<file path="src/common/dmem_macros.svh">
`ifndef DMEM_MACROS_SVH
`define DMEM_MACROS_SVH

// word width of the data memory
`define DMEM_DATA_WIDTH 32

// number of words in the data memory
`define DMEM_WORDS 1024

// word address bits, log2 of the depth
`define DMEM_ADDR_WIDTH 10

// one write enable per byte lane
`define DMEM_MASK_WIDTH (`DMEM_DATA_WIDTH / 8)

// core side addresses bytes, two extra bits below the word address
`define DMEM_BYTE_ADDR_WIDTH (`DMEM_ADDR_WIDTH + 2)

`endif

</file>
<file path="src/common/dmem_pkg.sv">
`include "dmem_macros.svh"

package dmem_pkg;

  // payload and address types
  typedef logic [`DMEM_DATA_WIDTH-1:0] data_t;
  typedef logic [`DMEM_ADDR_WIDTH-1:0] word_addr_t;
  typedef logic [`DMEM_BYTE_ADDR_WIDTH-1:0] byte_addr_t;
  typedef logic [`DMEM_MASK_WIDTH-1:0] mask_t;

  // core memory operation
  typedef enum logic [1:0] {
    MEM_LOAD          = 2'b00,
    MEM_STORE         = 2'b01,
    MEM_LOAD_RESERVED = 2'b10
  } mem_op_e;

  // access size, naturally aligned
  typedef enum logic [1:0] {
    SIZE_BYTE = 2'b00,
    SIZE_HALF = 2'b01,
    SIZE_WORD = 2'b10
  } mem_size_e;

endpackage

</file>
<file path="src/logic/reservation_unit.sv">
`timescale 1ns/1ns

module reservation_unit (
  input clk_i
  , input reset_i

  , input reserve_set_i
  , input mem_v_i
  , input mem_w_i
  , input dmem_pkg::word_addr_t mem_addr_i

  , output logic reservation_o
);

  import dmem_pkg::*;

  logic reserved_r;
  word_addr_t reserved_addr_r;
  logic break_hit;

  // any accepted write to the reserved word, core or remote
  assign break_hit = reserved_r & mem_v_i & mem_w_i & (mem_addr_i == reserved_addr_r);

  always_ff @(posedge clk_i) begin
    if (reset_i) begin
      reserved_r <= 1'b0;
    end
    else if (reserve_set_i) begin
      reserved_r <= 1'b1;
    end
    else if (break_hit) begin
      reserved_r <= 1'b0;
    end
  end

  always_ff @(posedge clk_i) begin
    if (reserve_set_i) begin
      reserved_addr_r <= mem_addr_i;
    end
  end

  assign reservation_o = reserved_r;

  // set comes from a core read grant, so the port cannot carry a write then
  assert property (@(posedge clk_i) disable iff (reset_i)
    reserve_set_i |-> !(mem_v_i && mem_w_i))
    else $error("reservation set together with a memory write");

endmodule

</file>
<file path="config.mk">
export PLATFORM = sky130hd
export DESIGN_NAME = reservation_unit
export DESIGN_NICKNAME = d
export VERILOG_FILES = /design/src/common/dmem_pkg.sv /design/src/logic/reservation_unit.sv
export VERILOG_INCLUDE_DIRS = /design/src /design/src/common
export SDC_FILE = /design/constraint.sdc
export NUM_CORES = 1
export LEC_CHECK = 0
export ABC_CLOCK_PERIOD_IN_PS = 1340
export BUFFER_PORTS_ARGS = -buffer_cell sky130_fd_sc_hd__buf_2
export CAP_MARGIN = 5
export CORE_AREA = 2 2 39 41
export CTS_BUF_LIST = sky130_fd_sc_hd__clkbuf_16
export DETAILED_ROUTE_END_ITERATION = 6
export DIE_AREA = 0 0 41 43
export GPL_TIMING_DRIVEN = 0
export PLACE_DENSITY = 0.55
export SETUP_SLACK_MARGIN = 0.02
export SKIP_LAST_GASP = 1
export SLEW_MARGIN = 10
export SYNTH_ARGS = -nofsm -noshare
export SYNTH_HDL_FRONTEND = slang
export SYNTH_SLANG_ARGS = --single-unit
</file>
<file path="constraint.sdc">
create_clock -name clk_i -period 1.34 [get_ports clk_i]
set_input_delay 0.067 -clock clk_i [delete_from_list [all_inputs] [get_ports clk_i]]
set_output_delay 0.067 -clock clk_i [all_outputs]
set_load 0.1 [all_outputs]
</file>
==> out/metrics.cfg <==
[clocking]
cts_buffer_depth=2
clkLatencyLatePin_ns=0.23
cts_made_buffers=3
cts_resized=0
cts.sinks=11
path_clk_slew_ns=0.04
cts_tree=done
cts_root_buf=clkbuf_16
htreeDepth=1
cts_hold_buf=0
post-cts-setup-buffers=0

[floorplanning]
dieHeight_um=43
rows=14
core-area_mm2=0.00138
io-pin-count=16
die_w_um=41
start_util_pct=32.4
die_area_mm2=0.00176

[yosys]
synth_xor_area_share_pct=19.6
syn_area_um2=448
yosysWarnings=0
syn-num-nets=42
synth_cells=27
yosys.area_share.simple_pct=5.87
muxShareOfSynthArea_pct=0
synth-compound-area-share_pct=3.07
netlist-cell-type-count=8
ys_seq_area_share_pct=71.5
avgSynthCellArea_um2=16.6
synth_top_family_by_area=XOR/XNOR gates
synthAdderAreaFrac_pct=0
ys_ff_latch=11

[timing]
hold_viol_final=0
finalMaxSlewViolations=0
worst_slack_ns=0.231
skew_ns=0.00216
finalSetupTns_ns=0
slew_headroom_pct=68.0
worst_pin_slew_ns=0.484
finalCriticalPeriod_ns=1.11
worst_hold_slack_ns=0.0308
setup_violations=0
fmax_ghz=0.902
rsz0062_at_grt=false
min_period_over_period_pct=82.7

[setup_path]
cp-end-kind=register
crit_chain=xor2_1 -> nor4_1 -> a31oi_1
critPathArrivalTime_ns=1.21
cp_slowest_cell=edfxtp_1
path_class=register to register
critical_path.max_stage_delay_ns=0.39
cp_data_required_time_ns=1.45
crit_path_start_kind=register
cp_top_family=flip-flops
worst-path-max-fanout=1
path_buf_inv=0

[global_route]
grt_overflow=0
grt_start_max_net_pins=13
grt_usage_pct=11.1
grt_pass1_wl_um=1170
grt_antenna_before_repair=0
grt_pass1_vias=285

[route]
wl_um=741
vias_per_cell=4.63
drc=0
drt_iter0_drc=6
routedWlPerCell_um=12.0
vias=287
firstDrtPassIters=3
ant_nets=0

[placed_design]
dp_slack_ns=0.225
place.gp.congestion=0.614
io_buffers=15
hpwl_um=546
dp.cells=58

[finish]
diodes=0
seq_area_um2=322
num-nets-final=62
drive_above_1_share_pct=41.3
syn2layout_area_growth_pct=39.1
fillCellCount=141
multi_input_area_um2=128
stdcell_count=62

[pwr]
ir_worst_vdd_uv=797
cellPowerDensity_mw_per_mm2=1650
p_leak_nw=0.259
p_total_mw=1.03

[status]
status=complete, no violations

[run]
max-cap-violations=0

[min_path]
hp-class=input port to register

-- sequential cells by signal (all words and copies together), names as in the netlist --
signal	cells
reserved_addr_r	10
reservation_o	1
-- final timing paths --
| path | endpoint | slack, ns | startpoint | cells after the start |
|---|---|---|---|---|
| worst max-delay path | reservation_o | 0.23 | reserved_addr_r[4] | 3 |
| worst min-delay path | reserved_addr_r[8] | 0.03 | mem_addr_i[8] | 1 |
| worst min register to register | reservation_o | 0.52 | reservation_o | 2 |
| worst max register to register | reservation_o | 0.23 | reserved_addr_r[4] | 3 |
-- synth_stat cells (all sizes together) --
master	count	area (µm²)
nor3	1	5.00
nand4b	1	8.76
o21bai	1	7.51
nor4	2	12.5
dfxtp	1	20.0
edfxtp	10	300
xor2	10	87.6
a31oi	1	6.26
-- kinds of logic after synthesis --
logic type                after synthesis
and+or+nand+nor                         4
xor gates and xnor gates               10
AOI/OAI and AO/OA                       2
DFF                                    11
-- through the flow --
stage,utilization [%],instance area [µm²]
floorplan,-,449
global placement,39.3,544
detailed placement,39.3,544
CTS,45.0,623
global route,45.0,623
finish,45.0,623
-- cell type report --
class	instances	area share [%]
Sequential cell	11	51.6
Multi-Input combinational cell	16	20.5
Clock buffer	3	12.0
Timing Repair Buffer	15	12.0
Tap cell	16	3.21
Clock inverter	1	0.602
-- metal layers --
| metal | GRT usage, % | vias to the layer above | part of all wire [%] |
|---|---|---|---|
| met1 | 12.0 | 136 | 41 |
| met4 | 10.0 | 0 | 0 |
| met3 | 4.71 | 0 | 7.8 |
| met5 | 0 | - | 0 |
| li1 | - | 141 | - |
| met2 | 15.3 | 10 | 51 |
-- placed cells by master, fill, tap and decap left out, drive strengths merged --
| master | count |
|---|---|
| a31oi | 1 |
| nand4b | 1 |
| nor4 | 2 |
| clkbuf | 3 |
| buf | 15 |
| dfxtp | 1 |
| nor3 | 1 |
| o21bai | 1 |
| edfxtp | 10 |
| xor2 | 10 |
| inv | 1 |
-- report_power, final --
part	switching [mW]	internal, mW
sequential	0.0119	0.407
combinational	0.0461	0.0352
clock	0.136	0.391
Power figures use the tool's default switching activity.
