===== src/common/dmem_macros.svh =====
`ifndef DMEM_MACROS_SVH
`define DMEM_MACROS_SVH

// word width of the data memory
`define DMEM_DATA_WIDTH 32

// number of words in the data memory
`define DMEM_WORDS 1024

// word address bits, log2 of the depth
`define DMEM_ADDR_WIDTH 10

// one write enable per byte lane
`define DMEM_MASK_WIDTH (`DMEM_DATA_WIDTH / 8)

// core side addresses bytes, two extra bits below the word address
`define DMEM_BYTE_ADDR_WIDTH (`DMEM_ADDR_WIDTH + 2)

`endif


===== src/common/dmem_pkg.sv =====
`include "dmem_macros.svh"

package dmem_pkg;

  // payload and address types
  typedef logic [`DMEM_DATA_WIDTH-1:0] data_t;
  typedef logic [`DMEM_ADDR_WIDTH-1:0] word_addr_t;
  typedef logic [`DMEM_BYTE_ADDR_WIDTH-1:0] byte_addr_t;
  typedef logic [`DMEM_MASK_WIDTH-1:0] mask_t;

  // core memory operation
  typedef enum logic [1:0] {
    MEM_LOAD          = 2'b00,
    MEM_STORE         = 2'b01,
    MEM_LOAD_RESERVED = 2'b10
  } mem_op_e;

  // access size, naturally aligned
  typedef enum logic [1:0] {
    SIZE_BYTE = 2'b00,
    SIZE_HALF = 2'b01,
    SIZE_WORD = 2'b10
  } mem_size_e;

endpackage


===== src/logic/dmem_arbiter.sv =====
`timescale 1ns/1ns

`include "dmem_macros.svh"

module dmem_arbiter (
  input core_v_i
  , input core_stall_i
  , input dmem_pkg::mem_op_e core_op_i
  , input dmem_pkg::mem_size_e core_size_i
  , input dmem_pkg::byte_addr_t core_addr_i
  , input dmem_pkg::data_t core_data_i

  , input remote_v_i
  , input remote_w_i
  , input dmem_pkg::word_addr_t remote_addr_i
  , input dmem_pkg::mask_t remote_mask_i
  , input dmem_pkg::data_t remote_data_i
  , output logic remote_yumi_o

  , output logic mem_v_o
  , output logic mem_w_o
  , output dmem_pkg::word_addr_t mem_addr_o
  , output dmem_pkg::mask_t mem_mask_o
  , output dmem_pkg::data_t mem_data_o

  , output logic core_read_accept_o
  , output logic reserve_set_o
);

  import dmem_pkg::*;

  logic core_grant;
  logic core_store;
  logic [1:0] core_offset;
  mask_t store_mask;
  data_t store_data;

  // core wins whenever the pipeline is not stalled
  assign core_grant = core_v_i & ~core_stall_i;
  assign core_store = (core_op_i == MEM_STORE);
  assign core_offset = core_addr_i[1:0];

  // lane enables and replicated store data
  always_comb begin
    case (core_size_i)
      SIZE_BYTE: begin
        store_mask = mask_t'(1) << core_offset;
        store_data = {`DMEM_MASK_WIDTH{core_data_i[7:0]}};
      end
      SIZE_HALF: begin
        store_mask = mask_t'(3) << {core_offset[1], 1'b0};
        store_data = {(`DMEM_MASK_WIDTH/2){core_data_i[15:0]}};
      end
      default: begin
        store_mask = '1;
        store_data = core_data_i;
      end
    endcase
  end

  // port mux
  always_comb begin
    if (core_grant) begin
      mem_v_o = 1'b1;
      mem_w_o = core_store;
      mem_addr_o = core_addr_i[`DMEM_BYTE_ADDR_WIDTH-1:2];
      mem_mask_o = store_mask;
      mem_data_o = store_data;
    end
    else begin
      mem_v_o = remote_v_i;
      mem_w_o = remote_w_i;
      mem_addr_o = remote_addr_i;
      mem_mask_o = remote_mask_i;
      mem_data_o = remote_data_i;
    end
  end

  assign remote_yumi_o = remote_v_i & ~core_grant;
  assign core_read_accept_o = core_grant & ~core_store;
  assign reserve_set_o = core_grant & (core_op_i == MEM_LOAD_RESERVED);

endmodule


===== config.mk =====
export PLATFORM = sky130hd
export DESIGN_NAME = dmem_arbiter
export DESIGN_NICKNAME = d
export VERILOG_FILES = /design/src/common/dmem_pkg.sv /design/src/logic/dmem_arbiter.sv
export VERILOG_INCLUDE_DIRS = /design/src /design/src/common
export SDC_FILE = /design/constraint.sdc
export NUM_CORES = 1
export LEC_CHECK = 0
export ABC_AREA = 1
export BUFFER_PORTS_ARGS = -buffer_cell sky130_fd_sc_hd__buf_4
export CAP_MARGIN = 20
export CORE_AREA = 2 2 60 62
export DETAILED_ROUTE_END_ITERATION = 16
export DIE_AREA = 0 0 62 64
export PLACE_DENSITY = 0.91
export SYNTH_ARGS = -nofsm -noshare
export SYNTH_HDL_FRONTEND = slang
export SYNTH_SLANG_ARGS = --single-unit

===== constraint.sdc =====
create_clock -name vclk -period 1.83
set_input_delay 0.549 -clock vclk [all_inputs]
set_output_delay 0.549 -clock vclk [all_outputs]
set_load 0.02 [all_outputs]

==> out/qor.log <==
qor: critical_path.worst_ep_arrival_time 1.41 ns
qor: drt.detailedRoute.firstPassIterationCount 4
qor: critical_path.worstSetupStartpointType input pin
qor: layout.regArea 0 sq um
qor: synth.post_synth_inst_count 235
qor: status.outcome complete, but fails checks
qor: synth.yosys_warnings 0
qor: power_and_ir_drop.power_density 297 mW/mm^2
qor: timing.hold_viol_final 0
qor: timing.timing_worst_slew_pin_value 0.173 ns
qor: place.pre_cts_ws -0.141 ns
qor: flow_run.maxcap_violations 0
qor: critical_path.critical-path-max-stage-delay 0.20 ns
qor: power_and_ir_drop.leakage_power_total 1.53 nW
qor: synth.synth.distinct_cells 17
qor: layout.fin_area 0.00262 sq mm
qor: critical_path.crit_required 1.28 ns
qor: timing.final-max-slew-violation-count 0
qor: critical_path.startpoint core_stall_i
qor: layout.final_layout_size_suffix_gt1_frac 0.562
qor: global_route.via_count_of_the_first_global_routing_pass 1,934
qor: critical_path.worst-setup-path-type input pin to primary output
qor: timing.final-setup-viol-count 36
qor: worst_hold_path.hold_path_startpoint core_op_i[0]
qor: worst_hold_path.hold_path_end core_read_accept_o
qor: floorplanning.die-width 62 um
qor: floorplanning.area_of_the_die 0.00397 sq mm
qor: layout.clockBufferCount 0
qor: critical_path.cp-end-kind primary output
qor: power_and_ir_drop.ir_drop 0.162 mV
qor: synth.synthesis.area 985 sq um
qor: layout.layout.cells.most_common_list 144 x sky130_fd_sc_hd__buf_4, 101 x sky130_fd_sc_hd__nand2_1, 34 x sky130_fd_sc_hd__nor2_1
qor: layout.antenna-diode-count 0
qor: critical_path.path_buf_inv 3
qor: worst_hold_path.worstHoldPathType input pin to primary output
qor: global_route.grt_first_pass_wirelength 7740 um
qor: timing.layout_worst_path_cycle_share 1.07
qor: critical_path.cpLargestDelayFamily buffers and inverters
qor: place.post-dp-hpwl 4000 um
qor: layout.finish.net_count 493
qor: drt.avgRoutedWirePerCell 12.5 um
qor: critical_path.worst-path-max-fanout 19
qor: worst_hold_path.worstHoldPathCells 3
qor: drt.post_drt_via_cell_ratio 4.68
qor: floorplanning.io_pins 149
qor: place.detailed_place.area 0.00221 sq mm
qor: drt.drt_wl_total 5500 um
qor: drt.drtIter0Drc 93
qor: timing.period_needed 1.96 ns
qor: global_route.grt_max_degree 21
qor: place.globalplace.congestion 0.805
qor: layout.final_common_cell sky130_fd_sc_hd__buf_4
qor: timing.relative_slew_slack 0.883
qor: drt.route.vias.total 2,054
qor: timing.maxClockFrequency 510 MHz
qor: timing.timing.final.ws_setup -0.129 ns
qor: critical_path.crit_chain buf_6, nor2_4, buf_6, nand2_1, nor2_1, nor2_1, buf_4
qor: power_and_ir_drop.total_power 0.778 mW
qor: status.violations negative setup slack
qor: synth.ys_seq_area_frac 0
qor: global_route.antenna_found_initial 0
qor: critical_path.critical_path.slowest_cell sky130_fd_sc_hd__buf_6
qor: synth.synth_fp_nets 333
qor: global_route.grt.total_usage 0.241
qor: place.io_buffers 149
qor: layout.layout-area-overhead-vs-synth 166%
qor: floorplanning.initial_utilization 0.300
qor: drt.antenna_left 0
qor: drt.route.detailed.drc 0
qor: floorplanning.placeableCoreArea 0.00328 sq mm
qor: floorplanning.rows 21
qor: floorplanning.die_height 64 um
qor: synth.syn_area_per_cell 4.19 sq um
qor: global_route.overflow 0
qor: layout.nFlopsAndLatches 0
qor: timing.rsz0062_at_grt yes
[per-layer routing]
| metal | routed length, um | part of all wire | up-vias | track usage |
|---|---|---|---|---|
| met1 | 1780 | 0.32 | 885 | 0.240 |
| met3 | 537 | 0.098 | 20 | 0.0304 |
| met5 | 0 | 0 | - | 0 |
| li1 | - | - | 1038 | - |
| met2 | 2960 | 0.54 | 111 | 0.491 |
| met4 | 222 | 0.040 | 0 | 0.0532 |
[cell usage after synthesis, drive strengths merged]
cell      n  area [sq um]
a21oi     5          25.0
nor3      1          5.00
clkbuf    1          3.75
nand3     8          40.0
o21ai    20           100
buf      13          93.8
inv       8          32.5
nor2     42           168
nand2   137           517
[what timing repair did]
action	CTS	global route
hold buffers	0	0
setup buffers	4	3
setup endpoints to repair	48	49
gates resized for setup	30	62
pin swaps	4	20
gates cloned	1	1
[cell families after synthesis]
logic type | after synthesis | synth area share
AOI/OAI and AO/OA | 25 | 0.127
and+or+nand+nor | 188 | 0.741
buffers and inverters | 22 | 0.132
[final cells by class]
class                      instances  area (sq um)
timing repair inverter             1          8.76
multi-input combinational        213          1060
fill                             234           664
inverter                           8          45.0
timing repair buffer             171          1450
tap                               46          57.6
[per-stage QoR]
| step | util | TNS, ns | std cells | hold slack (ns) |
|---|---|---|---|---|
| after floorplan | - | -0.0276 | 235 | 1.15 |
| after global placement | 0.674 | -3.24 | 430 | 1.38 |
| after detailed placement | 0.674 | -3.82 | 430 | 1.38 |
| after CTS | 0.722 | -2.31 | 435 | 1.39 |
| after global routing | 0.798 | -5.12 | 439 | 1.39 |
| final | 0.798 | -2.65 | 439 | 1.38 |
[how the worst max path moves through the flow]
| stage | end | slack [ns] | cells past startpoint |
|---|---|---|---|
| floorplan | mem_mask_o[0] | -0.01 | 4 |
| global placement | mem_w_o | -0.12 | 7 |
| detailed placement | mem_data_o[18] | -0.14 | 6 |
| CTS | mem_data_o[25] | -0.11 | 7 |
| global route | mem_data_o[24] | -0.19 | 7 |
| finish | mem_data_o[24] | -0.13 | 7 |
[worst min-delay path, cell delays in order]
cell and delay (ns):
sky130_fd_sc_hd__buf_4 0.10, sky130_fd_sc_hd__a21oi_4 0.06, sky130_fd_sc_hd__buf_6 0.12
[power by group]
group	internal [mW]	total (mW)	switching (mW)
Clock	0	0	0
Combinational	0.395	0.778	0.382
Sequential	0	0	0
No activity file was read; power rests on OpenSTA's default activity.
