<file path="config.mk">
export PLATFORM = sky130hd
export DESIGN_NAME = load_packer
export DESIGN_NICKNAME = d
export VERILOG_FILES = /design/src/common/dmem_pkg.sv /design/src/logic/load_packer.sv
export VERILOG_INCLUDE_DIRS = /design/src /design/src/common
export SDC_FILE = /design/constraint.sdc
export NUM_CORES = 1
export LEC_CHECK = 0
export BUFFER_PORTS_ARGS = -buffer_cell sky130_fd_sc_hd__buf_4
export CAP_MARGIN = 10
export CORE_MARGIN = 5
export CORE_UTILIZATION = 42
export CTS_CLUSTER_DIAMETER = 80
export DETAILED_ROUTE_END_ITERATION = 10
export GPL_TIMING_DRIVEN = 0
export PLACE_DENSITY = 0.87
export SLEW_MARGIN = 20
export SYNTH_ARGS = -nofsm -noshare
export SYNTH_HDL_FRONTEND = slang
export SYNTH_SLANG_ARGS = --single-unit
export TNS_END_PERCENT = 20
</file>
<file path="constraint.sdc">
create_clock -name clk_i -period 5 [get_ports clk_i]
set_clock_uncertainty 0.2 [all_clocks]
set_input_delay 1.5 -clock clk_i [delete_from_list [all_inputs] [get_ports clk_i]]
set_output_delay 1.5 -clock clk_i [all_outputs]
set_load 0.02 [all_outputs]
</file>
<file path="src/common/dmem_macros.svh">
`ifndef DMEM_MACROS_SVH
`define DMEM_MACROS_SVH

// word width of the data memory
`define DMEM_DATA_WIDTH 32

// number of words in the data memory
`define DMEM_WORDS 1024

// word address bits, log2 of the depth
`define DMEM_ADDR_WIDTH 10

// one write enable per byte lane
`define DMEM_MASK_WIDTH (`DMEM_DATA_WIDTH / 8)

// core side addresses bytes, two extra bits below the word address
`define DMEM_BYTE_ADDR_WIDTH (`DMEM_ADDR_WIDTH + 2)

`endif

</file>
<file path="src/common/dmem_pkg.sv">
`include "dmem_macros.svh"

package dmem_pkg;

  // payload and address types
  typedef logic [`DMEM_DATA_WIDTH-1:0] data_t;
  typedef logic [`DMEM_ADDR_WIDTH-1:0] word_addr_t;
  typedef logic [`DMEM_BYTE_ADDR_WIDTH-1:0] byte_addr_t;
  typedef logic [`DMEM_MASK_WIDTH-1:0] mask_t;

  // core memory operation
  typedef enum logic [1:0] {
    MEM_LOAD          = 2'b00,
    MEM_STORE         = 2'b01,
    MEM_LOAD_RESERVED = 2'b10
  } mem_op_e;

  // access size, naturally aligned
  typedef enum logic [1:0] {
    SIZE_BYTE = 2'b00,
    SIZE_HALF = 2'b01,
    SIZE_WORD = 2'b10
  } mem_size_e;

endpackage

</file>
<file path="src/logic/load_packer.sv">
`timescale 1ns/1ns

`include "dmem_macros.svh"

module load_packer (
  input clk_i
  , input reset_i

  , input read_accept_i
  , input dmem_pkg::mem_size_e size_i
  , input unsigned_i
  , input [1:0] offset_i
  , input dmem_pkg::data_t mem_data_i

  , output logic load_v_o
  , output dmem_pkg::data_t load_data_o
);

  import dmem_pkg::*;

  logic load_v_r;
  mem_size_e size_r;
  logic unsigned_r;
  logic [1:0] offset_r;

  logic [7:0] load_byte;
  logic [15:0] load_half;
  logic sign_bit;

  always_ff @(posedge clk_i) begin
    if (reset_i) begin
      load_v_r <= 1'b0;
    end
    else begin
      load_v_r <= read_accept_i;
    end
  end

  // access info lines up with the memory word one cycle later
  always_ff @(posedge clk_i) begin
    if (read_accept_i) begin
      size_r <= size_i;
      unsigned_r <= unsigned_i;
      offset_r <= offset_i;
    end
  end

  assign load_byte = mem_data_i[{offset_r, 3'b000} +: 8];
  assign load_half = mem_data_i[{offset_r[1], 4'b0000} +: 16];

  always_comb begin
    case (size_r)
      SIZE_BYTE: begin
        sign_bit = ~unsigned_r & load_byte[7];
        load_data_o = {{(`DMEM_DATA_WIDTH-8){sign_bit}}, load_byte};
      end
      SIZE_HALF: begin
        sign_bit = ~unsigned_r & load_half[15];
        load_data_o = {{(`DMEM_DATA_WIDTH-16){sign_bit}}, load_half};
      end
      default: begin
        sign_bit = 1'b0;
        load_data_o = mem_data_i;
      end
    endcase
  end

  assign load_v_o = load_v_r;

endmodule

</file>
==> PnR_summary.wiki, run 1 <==
{| class="wikitable"
! Metric !! Value
|-
| Width of the die || 56.1 um
|-
| Antenna violations before repair || 0
|-
| Post-synthesis cell count || approximately 120
|-
| Overall routed net length || approximately 3500 um
|-
| Minimum period implied by the final worst setup slack || 4.62 ns
|-
| Avg Synthesized Cell Area || 7.18 um^2
|-
| Synth top area share || around 17%
|-
| Number of warnings reported in the yosys synthesis log || 0
|-
| Peak clock frequency supported by timing || 217 MHz
|-
| Pin count of the biggest net entering global routing || 11
|-
| Routed wirelength normalized by instance count || 15.4 um
|-
| Clock-pin slew reported for the worst setup and hold paths after clock tree synthesis || around 0.040 ns
|-
| Via count of the first global-routing pass || about 1200
|-
| Total CTS buffers || 3
|-
| Most frequent cell on the critical path || sky130_fd_sc_hd__buf_4
|-
| Relative area change from synthesis to final layout || 67.4%
|-
| TritonCTS clock tree || built
|-
| Largest vdd supply drop || around 0.00016 V
|-
| Net count of the mapped netlist || 164
|-
| Setup TNS || 0 ns
|-
| Global-route wire length before repair || just under 6000 um
|-
| Unrepaired setup endpoints after global routing || false
|-
| Total power per unit cell area || 219 nW/um^2
|-
| DP Wirelength || roughly 2800 um
|-
| ANT cells || 0
|-
| Post-synthesis cell area || a little under 900 um^2
|-
| Launching element type of the critical path || input port
|-
| Number of nets with antenna violations after routing || 0
|-
| Initial DRC count || 33
|-
| Final cycle utilization of the critical path || 92.4%
|-
| Hold buffer count at cts || 0
|-
| Hold Crit Start || reset_i
|-
| Transition time of the tightest slew-check pin || roughly 0.77 ns
|-
| Fin area || 1490 um^2
|-
| Synth Register Bits || 6
|-
| Input/output buffers || 72
|-
| Overall die area || about 3100 um^2
|-
| Detailed Routing Iterations Pass 1 || 4
|-
| Vertical extent of the die || ~56 um
|-
| Fraction of layout cells with a size suffix above 1 || between 50% and 60%
|-
| Launching element of the worst setup path || mem_data_i[23]
|-
| Area leader, netlist || sky130_fd_sc_hd__edfxtp_1
|-
| Ranking of synthesized cells by area || sky130_fd_sc_hd__edfxtp_1, sky130_fd_sc_hd__mux2_2, sky130_fd_sc_hd__a21oi_1, sky130_fd_sc_hd__nand2_1, sky130_fd_sc_hd__a21oi_2
|-
| Site row count || 16
|-
| Standard cell core area || 1980 um^2
|-
| Post-DP Area || between 1000 and 1500 um^2
|-
| Placer's final routability congestion estimate || roughly 0.81
|-
| Post-DR vias/cell || 5.34
|-
| I/O pins || 73
|-
| Cell count after placement || 223
|-
| Effective utilization at floorplan || about 45%
|-
| Slew Viols, Final || 0
|-
| Maximum capacitance violations || 0
|-
| Worst Path Max Fanout || 8
|-
| Setup Viol. Count Final || 0
|-
| Sequential element share of the synthesized area || 19.1%
|-
| Remaining global-route overflow || 0
|-
| Post-CTS Repair Setup Buffers || 0
|-
| Final core occ || between 70% and 80%
|-
| Worst stage delay on the critical path || 0.64 ns
|-
| Required time of the critical path || 3.30 ns
|-
| Post-synth cell types || 25
|-
| Outcome || complete, no violations
|-
| H-Tree Depth || 1
|-
| Number of hold violations in the final report || 0
|-
| Post-route insts no fill || between 200 and 250
|-
| Kind of end point of the critical path || primary output
|-
| Total via count in the routed design || about 1200
|-
| Cell-by-cell listing of the critical path || buf_4 > mux2_2 > a31oi_1 > a21oi_1 > buf_4
|-
| Hold WC Path Type || input port to register
|-
| Total power of the final layout || roughly 330 uW
|-
| Number of remaining DRC errors || 0
|-
| Root Driver || sky130_fd_sc_hd__clkbuf_4
|-
| Slowest stage cell on the critical path || sky130_fd_sc_hd__a31oi_1
|-
| Longest Clk Path Bufs || 2
|-
| Worst Path Class, Setup || input port to primary output
|-
| Number of cells upsized or downsized after cts || 0
|-
| Most frequent standard cell in the layout excluding fill and tap cells || sky130_fd_sc_hd__buf_4
|-
| # clock sinks || 6
|-
| Number of nets in the finished design || approximately 240
|-
| Commonest cells after routing, fill and taps aside || sky130_fd_sc_hd__buf_4, sky130_fd_sc_hd__nand2_1, sky130_fd_sc_hd__a21oi_1
|-
| Aggregate global-route resource usage || ~23%
|-
| Worst-case headroom to the max-slew limit || 48.6%
|-
| Data arrival time of the critical path || 2.92 ns
|-
| Static Leak || 0.695 nW
|}
==> cell usage after synthesis <==
master                     count
sky130_fd_sc_hd__mux2i_1       1
sky130_fd_sc_hd__a31oi_1       1
sky130_fd_sc_hd__buf_6         2
sky130_fd_sc_hd__nor2b_1      11
sky130_fd_sc_hd__a21oi_1      22
sky130_fd_sc_hd__o21ai_0       7
sky130_fd_sc_hd__a22oi_2       1
sky130_fd_sc_hd__nor3_1        1
sky130_fd_sc_hd__inv_1         1
sky130_fd_sc_hd__nor4_1        1
sky130_fd_sc_hd__mux2_2       10
sky130_fd_sc_hd__or2_2         1
sky130_fd_sc_hd__buf_1         1
sky130_fd_sc_hd__nand2_1      25
sky130_fd_sc_hd__clkbuf_1      4
sky130_fd_sc_hd__dfxtp_1       1
sky130_fd_sc_hd__buf_2         6
sky130_fd_sc_hd__a22oi_1       8
sky130_fd_sc_hd__nor3b_1       1
sky130_fd_sc_hd__and2_1        1
sky130_fd_sc_hd__a21oi_2      10
sky130_fd_sc_hd__edfxtp_1      5
sky130_fd_sc_hd__nor2_1        1
sky130_fd_sc_hd__o21bai_1      1
sky130_fd_sc_hd__o22ai_1       1
==> cell families after synthesis <==
logic type / count (synthesis) / synth area share, %
AOI/OAI and AO/OA: 51 / 36.5
buffers and inverters: 14 / 8.43
and+or+nand+nor: 42 / 22.2
DFF: 6 / 19.1
muxes: 11 / 13.8
==> state kept, by name (all words and copies together) (netlist names) <==
| signal | count |
|---|---|
| size_r | 2 |
| offset_r | 2 |
| unsigned_r | 1 |
| load_v_o | 1 |
==> area by class of cell <==
| type | instances | area [um^2] |
|---|---|---|
| plain buffers | 13 | 71.3 |
| well taps | 27 | 33.8 |
| clock buffers | 4 | 26.3 |
| multi-input cells | 104 | 646 |
| repair buffers | 72 | 541 |
| inverters | 1 | 3.75 |
| flip-flops and latches | 6 | 170 |
| fillers | 175 | 490 |
==> critical path: cells and delay by family <==
kind                   cells  cell delay (ns)
AOI/OAI and AO/OA          2             0.83
buffers and inverters      2             0.33
muxes                      1             0.25
==> final timing paths <==
kind | endpoint | cells past startpoint | slack (ns)
max | load_data_o[11] | 5 | 0.38
min | load_v_o | 2 | 1.20
==> power breakdown <==
| group | switching [mW] | total, mW | leakage (nW) | internal [mW] |
|---|---|---|---|---|
| clock | 0.0182 | 0.0485 | 0.0150 | 0.0303 |
| combinational | 0.118 | 0.216 | 0.623 | 0.0986 |
| sequential | 0.00374 | 0.0624 | 0.0573 | 0.0587 |
==> per-layer routing <==
metal	routed length [um]	track usage, %
met1	1350	25.6
met2	1750	39.4
met3	306	6.03
met4	80	11.9
met5	0	0
==> stage by stage <==
stage                     setup slack [ns]  hold WS, ns
after floorplan                      0.874         1.37
after global placement               0.435         1.46
after detailed placement             0.396         1.46
after CTS                            0.390         1.19
after global routing                 0.227         1.19
final                                0.381         1.20
(Power assumes the default switching activity.)
==> run 2, diff against run 1 <==
--- a/config.mk
+++ b/config.mk
@@ -14,6 +14,7 @@
 export DETAILED_ROUTE_END_ITERATION = 10
 export GPL_TIMING_DRIVEN = 0
 export PLACE_DENSITY = 0.87
+export REMOVE_ABC_BUFFERS = 1
 export SLEW_MARGIN = 20
 export SYNTH_ARGS = -nofsm -noshare
 export SYNTH_HDL_FRONTEND = slang
==> run 2 against run 1 <==
Net effect:
- critical path depth is 1 higher
- utilization is 2.8 points lower
- routed wire length is 9.9% lower
- count of clock-buffer cells in the layout stayed put
- first-iteration DRC count is 6.1% higher
- worst hold slack better by 0.0034 ns
- die area stayed put
- global-route usage is 4.0 points lower
- fmax is 2.9% lower
- sequential power is 12% higher
- via count is 5.2% lower
- critical path type unchanged
- largest cell class unchanged
- largest power group unchanged
==> PnR_summary.wiki, run 2 (synthesis gave the netlist of run 1 again) <==
{| class="wikitable"
! Metric !! Value
|-
| Outcome || complete, no violations (unchanged)
|-
| Effective utilization at floorplan || 44.9% (unchanged)
|-
| Detailed Routing Iterations Pass 1 || 4 (unchanged)
|-
| Hold buffer count at cts || 0 (unchanged)
|-
| Hold Worst Slack || 1.21 ns (was 1.20 ns)
|-
| Post-CTS Repair Setup Buffers || 0 (unchanged)
|-
| Clock-pin slew reported for the worst setup and hold paths after clock tree synthesis || 0.04 ns (about the same)
|-
| Worst-case headroom to the max-slew limit || 46.3% (was 48.6%)
|-
| Kind of end point of the critical path || primary output (unchanged)
|-
| Total CTS buffers || 3 (unchanged)
|-
| Post-layout worst setup margin || 0.246 ns (was 0.381 ns)
|-
| Number of cells upsized or downsized after cts || 0 (unchanged)
|-
| Sequential share of power || 21.9% (was 19.1%)
|-
| Minimum period implied by the final worst setup slack || 4.75 ns (was 4.62 ns)
|-
| Slew Viols, Final || 0 (unchanged)
|-
| Largest vdd supply drop || 0.000159 V (was 0.000158 V)
|-
| # clock sinks || 6 (unchanged)
|-
| Combinational cell fraction of total power || 62.5% (was 66.1%)
|-
| Aggregate global-route resource usage || 18.9% (was 22.9%)
|-
| Hold WC Path Type || input port to register (unchanged)
|-
| Transition time of the tightest slew-check pin || 0.802 ns (was 0.768 ns)
|-
| Switching Fraction || 42.8% (was 42.7%)
|-
| Total power of the final layout || 318 uW (was 327 uW)
|-
| Overall die area || 3140 um^2 (unchanged)
|-
| Number of nets in the finished design || 229 (was 241)
|-
| Number of nets with antenna violations after routing || 0 (unchanged)
|-
| Vertical extent of the die || 56.1 um (unchanged)
|-
| Post-DR vias/cell || 5.34 (about the same)
|-
| Static Leak || 0.660 nW (was 0.695 nW)
|-
| Slowest stage cell on the critical path || sky130_fd_sc_hd__and2_1 (was sky130_fd_sc_hd__a31oi_1)
|-
| Fraction of layout cells with a size suffix above 1 || 52.1% (was 52.5%)
|-
| Cell-by-cell listing of the critical path || buf_4 > mux2_2 > a21oi_1 > and2_1 > a21oi_1 > buf_4 (was buf_4 > mux2_2 > a31oi_1 > a21oi_1 > buf_4)
|-
| TritonCTS clock tree || built (unchanged)
|-
| Site row count || 16 (unchanged)
|-
| Maximum capacitance violations || 0 (unchanged)
|-
| Initial DRC count || 35 (was 33)
|-
| Number of hold violations in the final report || 0 (unchanged)
|-
| Root Driver || sky130_fd_sc_hd__clkbuf_4 (unchanged)
|-
| I/O pins || 73 (unchanged)
|-
| Final core occ || 72.4% (was 75.3%)
|-
| Input/output buffers || 72 (unchanged)
|-
| Routed wirelength normalized by instance count || 14.6 um (was 15.4 um)
|-
| Data arrival time of the critical path || 3.05 ns (was 2.92 ns)
|-
| Filler instances || 156 (was 175)
|-
| Required time of the critical path || 3.30 ns (about the same)
|-
| Overall routed net length || 3150 um (was 3490 um)
|-
| Peak clock frequency supported by timing || 210 MHz (was 217 MHz)
|-
| Launching element type of the critical path || input port (unchanged)
|-
| Most frequent standard cell in the layout excluding fill and tap cells || sky130_fd_sc_hd__buf_4 (unchanged)
|-
| Worst stage delay on the critical path || 0.67 ns (was 0.64 ns)
|-
| Cell-internal power || 182 uW (was 188 uW)
|-
| Unrepaired setup endpoints after global routing || false (unchanged)
|-
| Switching power || 136 uW (was 140 uW)
|-
| Via count of the first global-routing pass || 1077 (was 1236)
|-
| Placer's final routability congestion estimate || 0.859 (was 0.809)
|-
| Hold depth || 2 (unchanged)
|-
| DP Wirelength || 2410 um (was 2820 um)
|-
| Global-route wire length before repair || 4950 um (was 5790 um)
|-
| Setup Slack @ Placement || 0.248 ns (was 0.396 ns)
|-
| Longest Clk Path Bufs || 2 (unchanged)
|-
| Setup Viol. Count Final || 0 (unchanged)
|-
| Antenna violations before repair || 0 (unchanged)
|-
| Final cycle utilization of the critical path || 95.1% (was 92.4%)
|-
| Largest registers || offset_r x2, size_r x2 (unchanged)
|-
| Number of remaining DRC errors || 0 (unchanged)
|-
| Worst Path Max Fanout || 16 (was 8)
|-
| Total via count in the routed design || 1149 (was 1212)
|-
| H-Tree Depth || 1 (unchanged)
|-
| Pin count of the biggest net entering global routing || 46 (was 11)
|-
| Commonest cells after routing, fill and taps aside || sky130_fd_sc_hd__buf_4, sky130_fd_sc_hd__nand2_1, sky130_fd_sc_hd__a21oi_1 (unchanged)
|-
| Worst Path Class, Setup || input port to primary output (unchanged)
|-
| Proportion of power drawn by the clock network || 15.6% (was 14.8%)
|-
| Total power per unit cell area || 222 nW/um^2 (was 219 nW/um^2)
|-
| Relative area change from synthesis to final layout || 61.1% (was 67.4%)
|-
| ANT cells || 0 (unchanged)
|-
| Standard cell core area || 1980 um^2 (unchanged)
|-
| Remaining global-route overflow || 0 (unchanged)
|-
| Setup TNS || 0 ns (unchanged)
|-
| Width of the die || 56.1 um (unchanged)
|}
[run 2: area by class of cell]
type                            instances  area (um^2)  share of cell area (%)
Clock buffer                            4         26.3                    1.83
Inverter                                1         3.75                   0.262
Multi-Input combinational cell        104          646                    45.0
Sequential cell                         6          170                    11.9
Tap cell                               27         33.8                    2.35
Timing Repair Buffer                   73          556                    38.7
[run 2: through the flow]
stage / instance area (um^2) / cells
final: 1440 / 215
after global routing: 1440 / 215
after CTS: 1420 / 214
after detailed placement: 1390 / 210
after global placement: 1390 / 210
after floorplan: 820 / 111
[run 2: layer usage]
layer | routed length, um | track usage (%) | vias to the layer above
met5 | 0 | 0 | -
met4 | 31 | 6.10 | 0
met3 | 343 | 4.87 | 3
met2 | 1450 | 31.6 | 62
met1 | 1320 | 23.5 | 512
li1 | - | - | 572
[run 2: final timing paths]
path                       start               to  slack (ns)
setup / recovery  mem_data_i[15]  load_data_o[30]        0.25
hold / removal           reset_i         load_v_o        1.21
[run 2: critical path: cells and delay by family]
kind / cells / cell delay, ns
buf+inv: 2 / 0.32
simple gates: 1 / 0.67
compound gates: 2 / 0.29
mux: 1 / 0.27
[run 2: power groups by stage]
stage          sequential, mW  clock [mW]  combinational (mW)
4_1_cts                0.0721      0.0514               0.195
3_5_place_dp           0.0730           0               0.195
2_1_floorplan          0.0697           0               0.105
3_3_place_gp           0.0722           0               0.192
6_report               0.0698      0.0496               0.199
5_1_grt                0.0708      0.0534               0.212
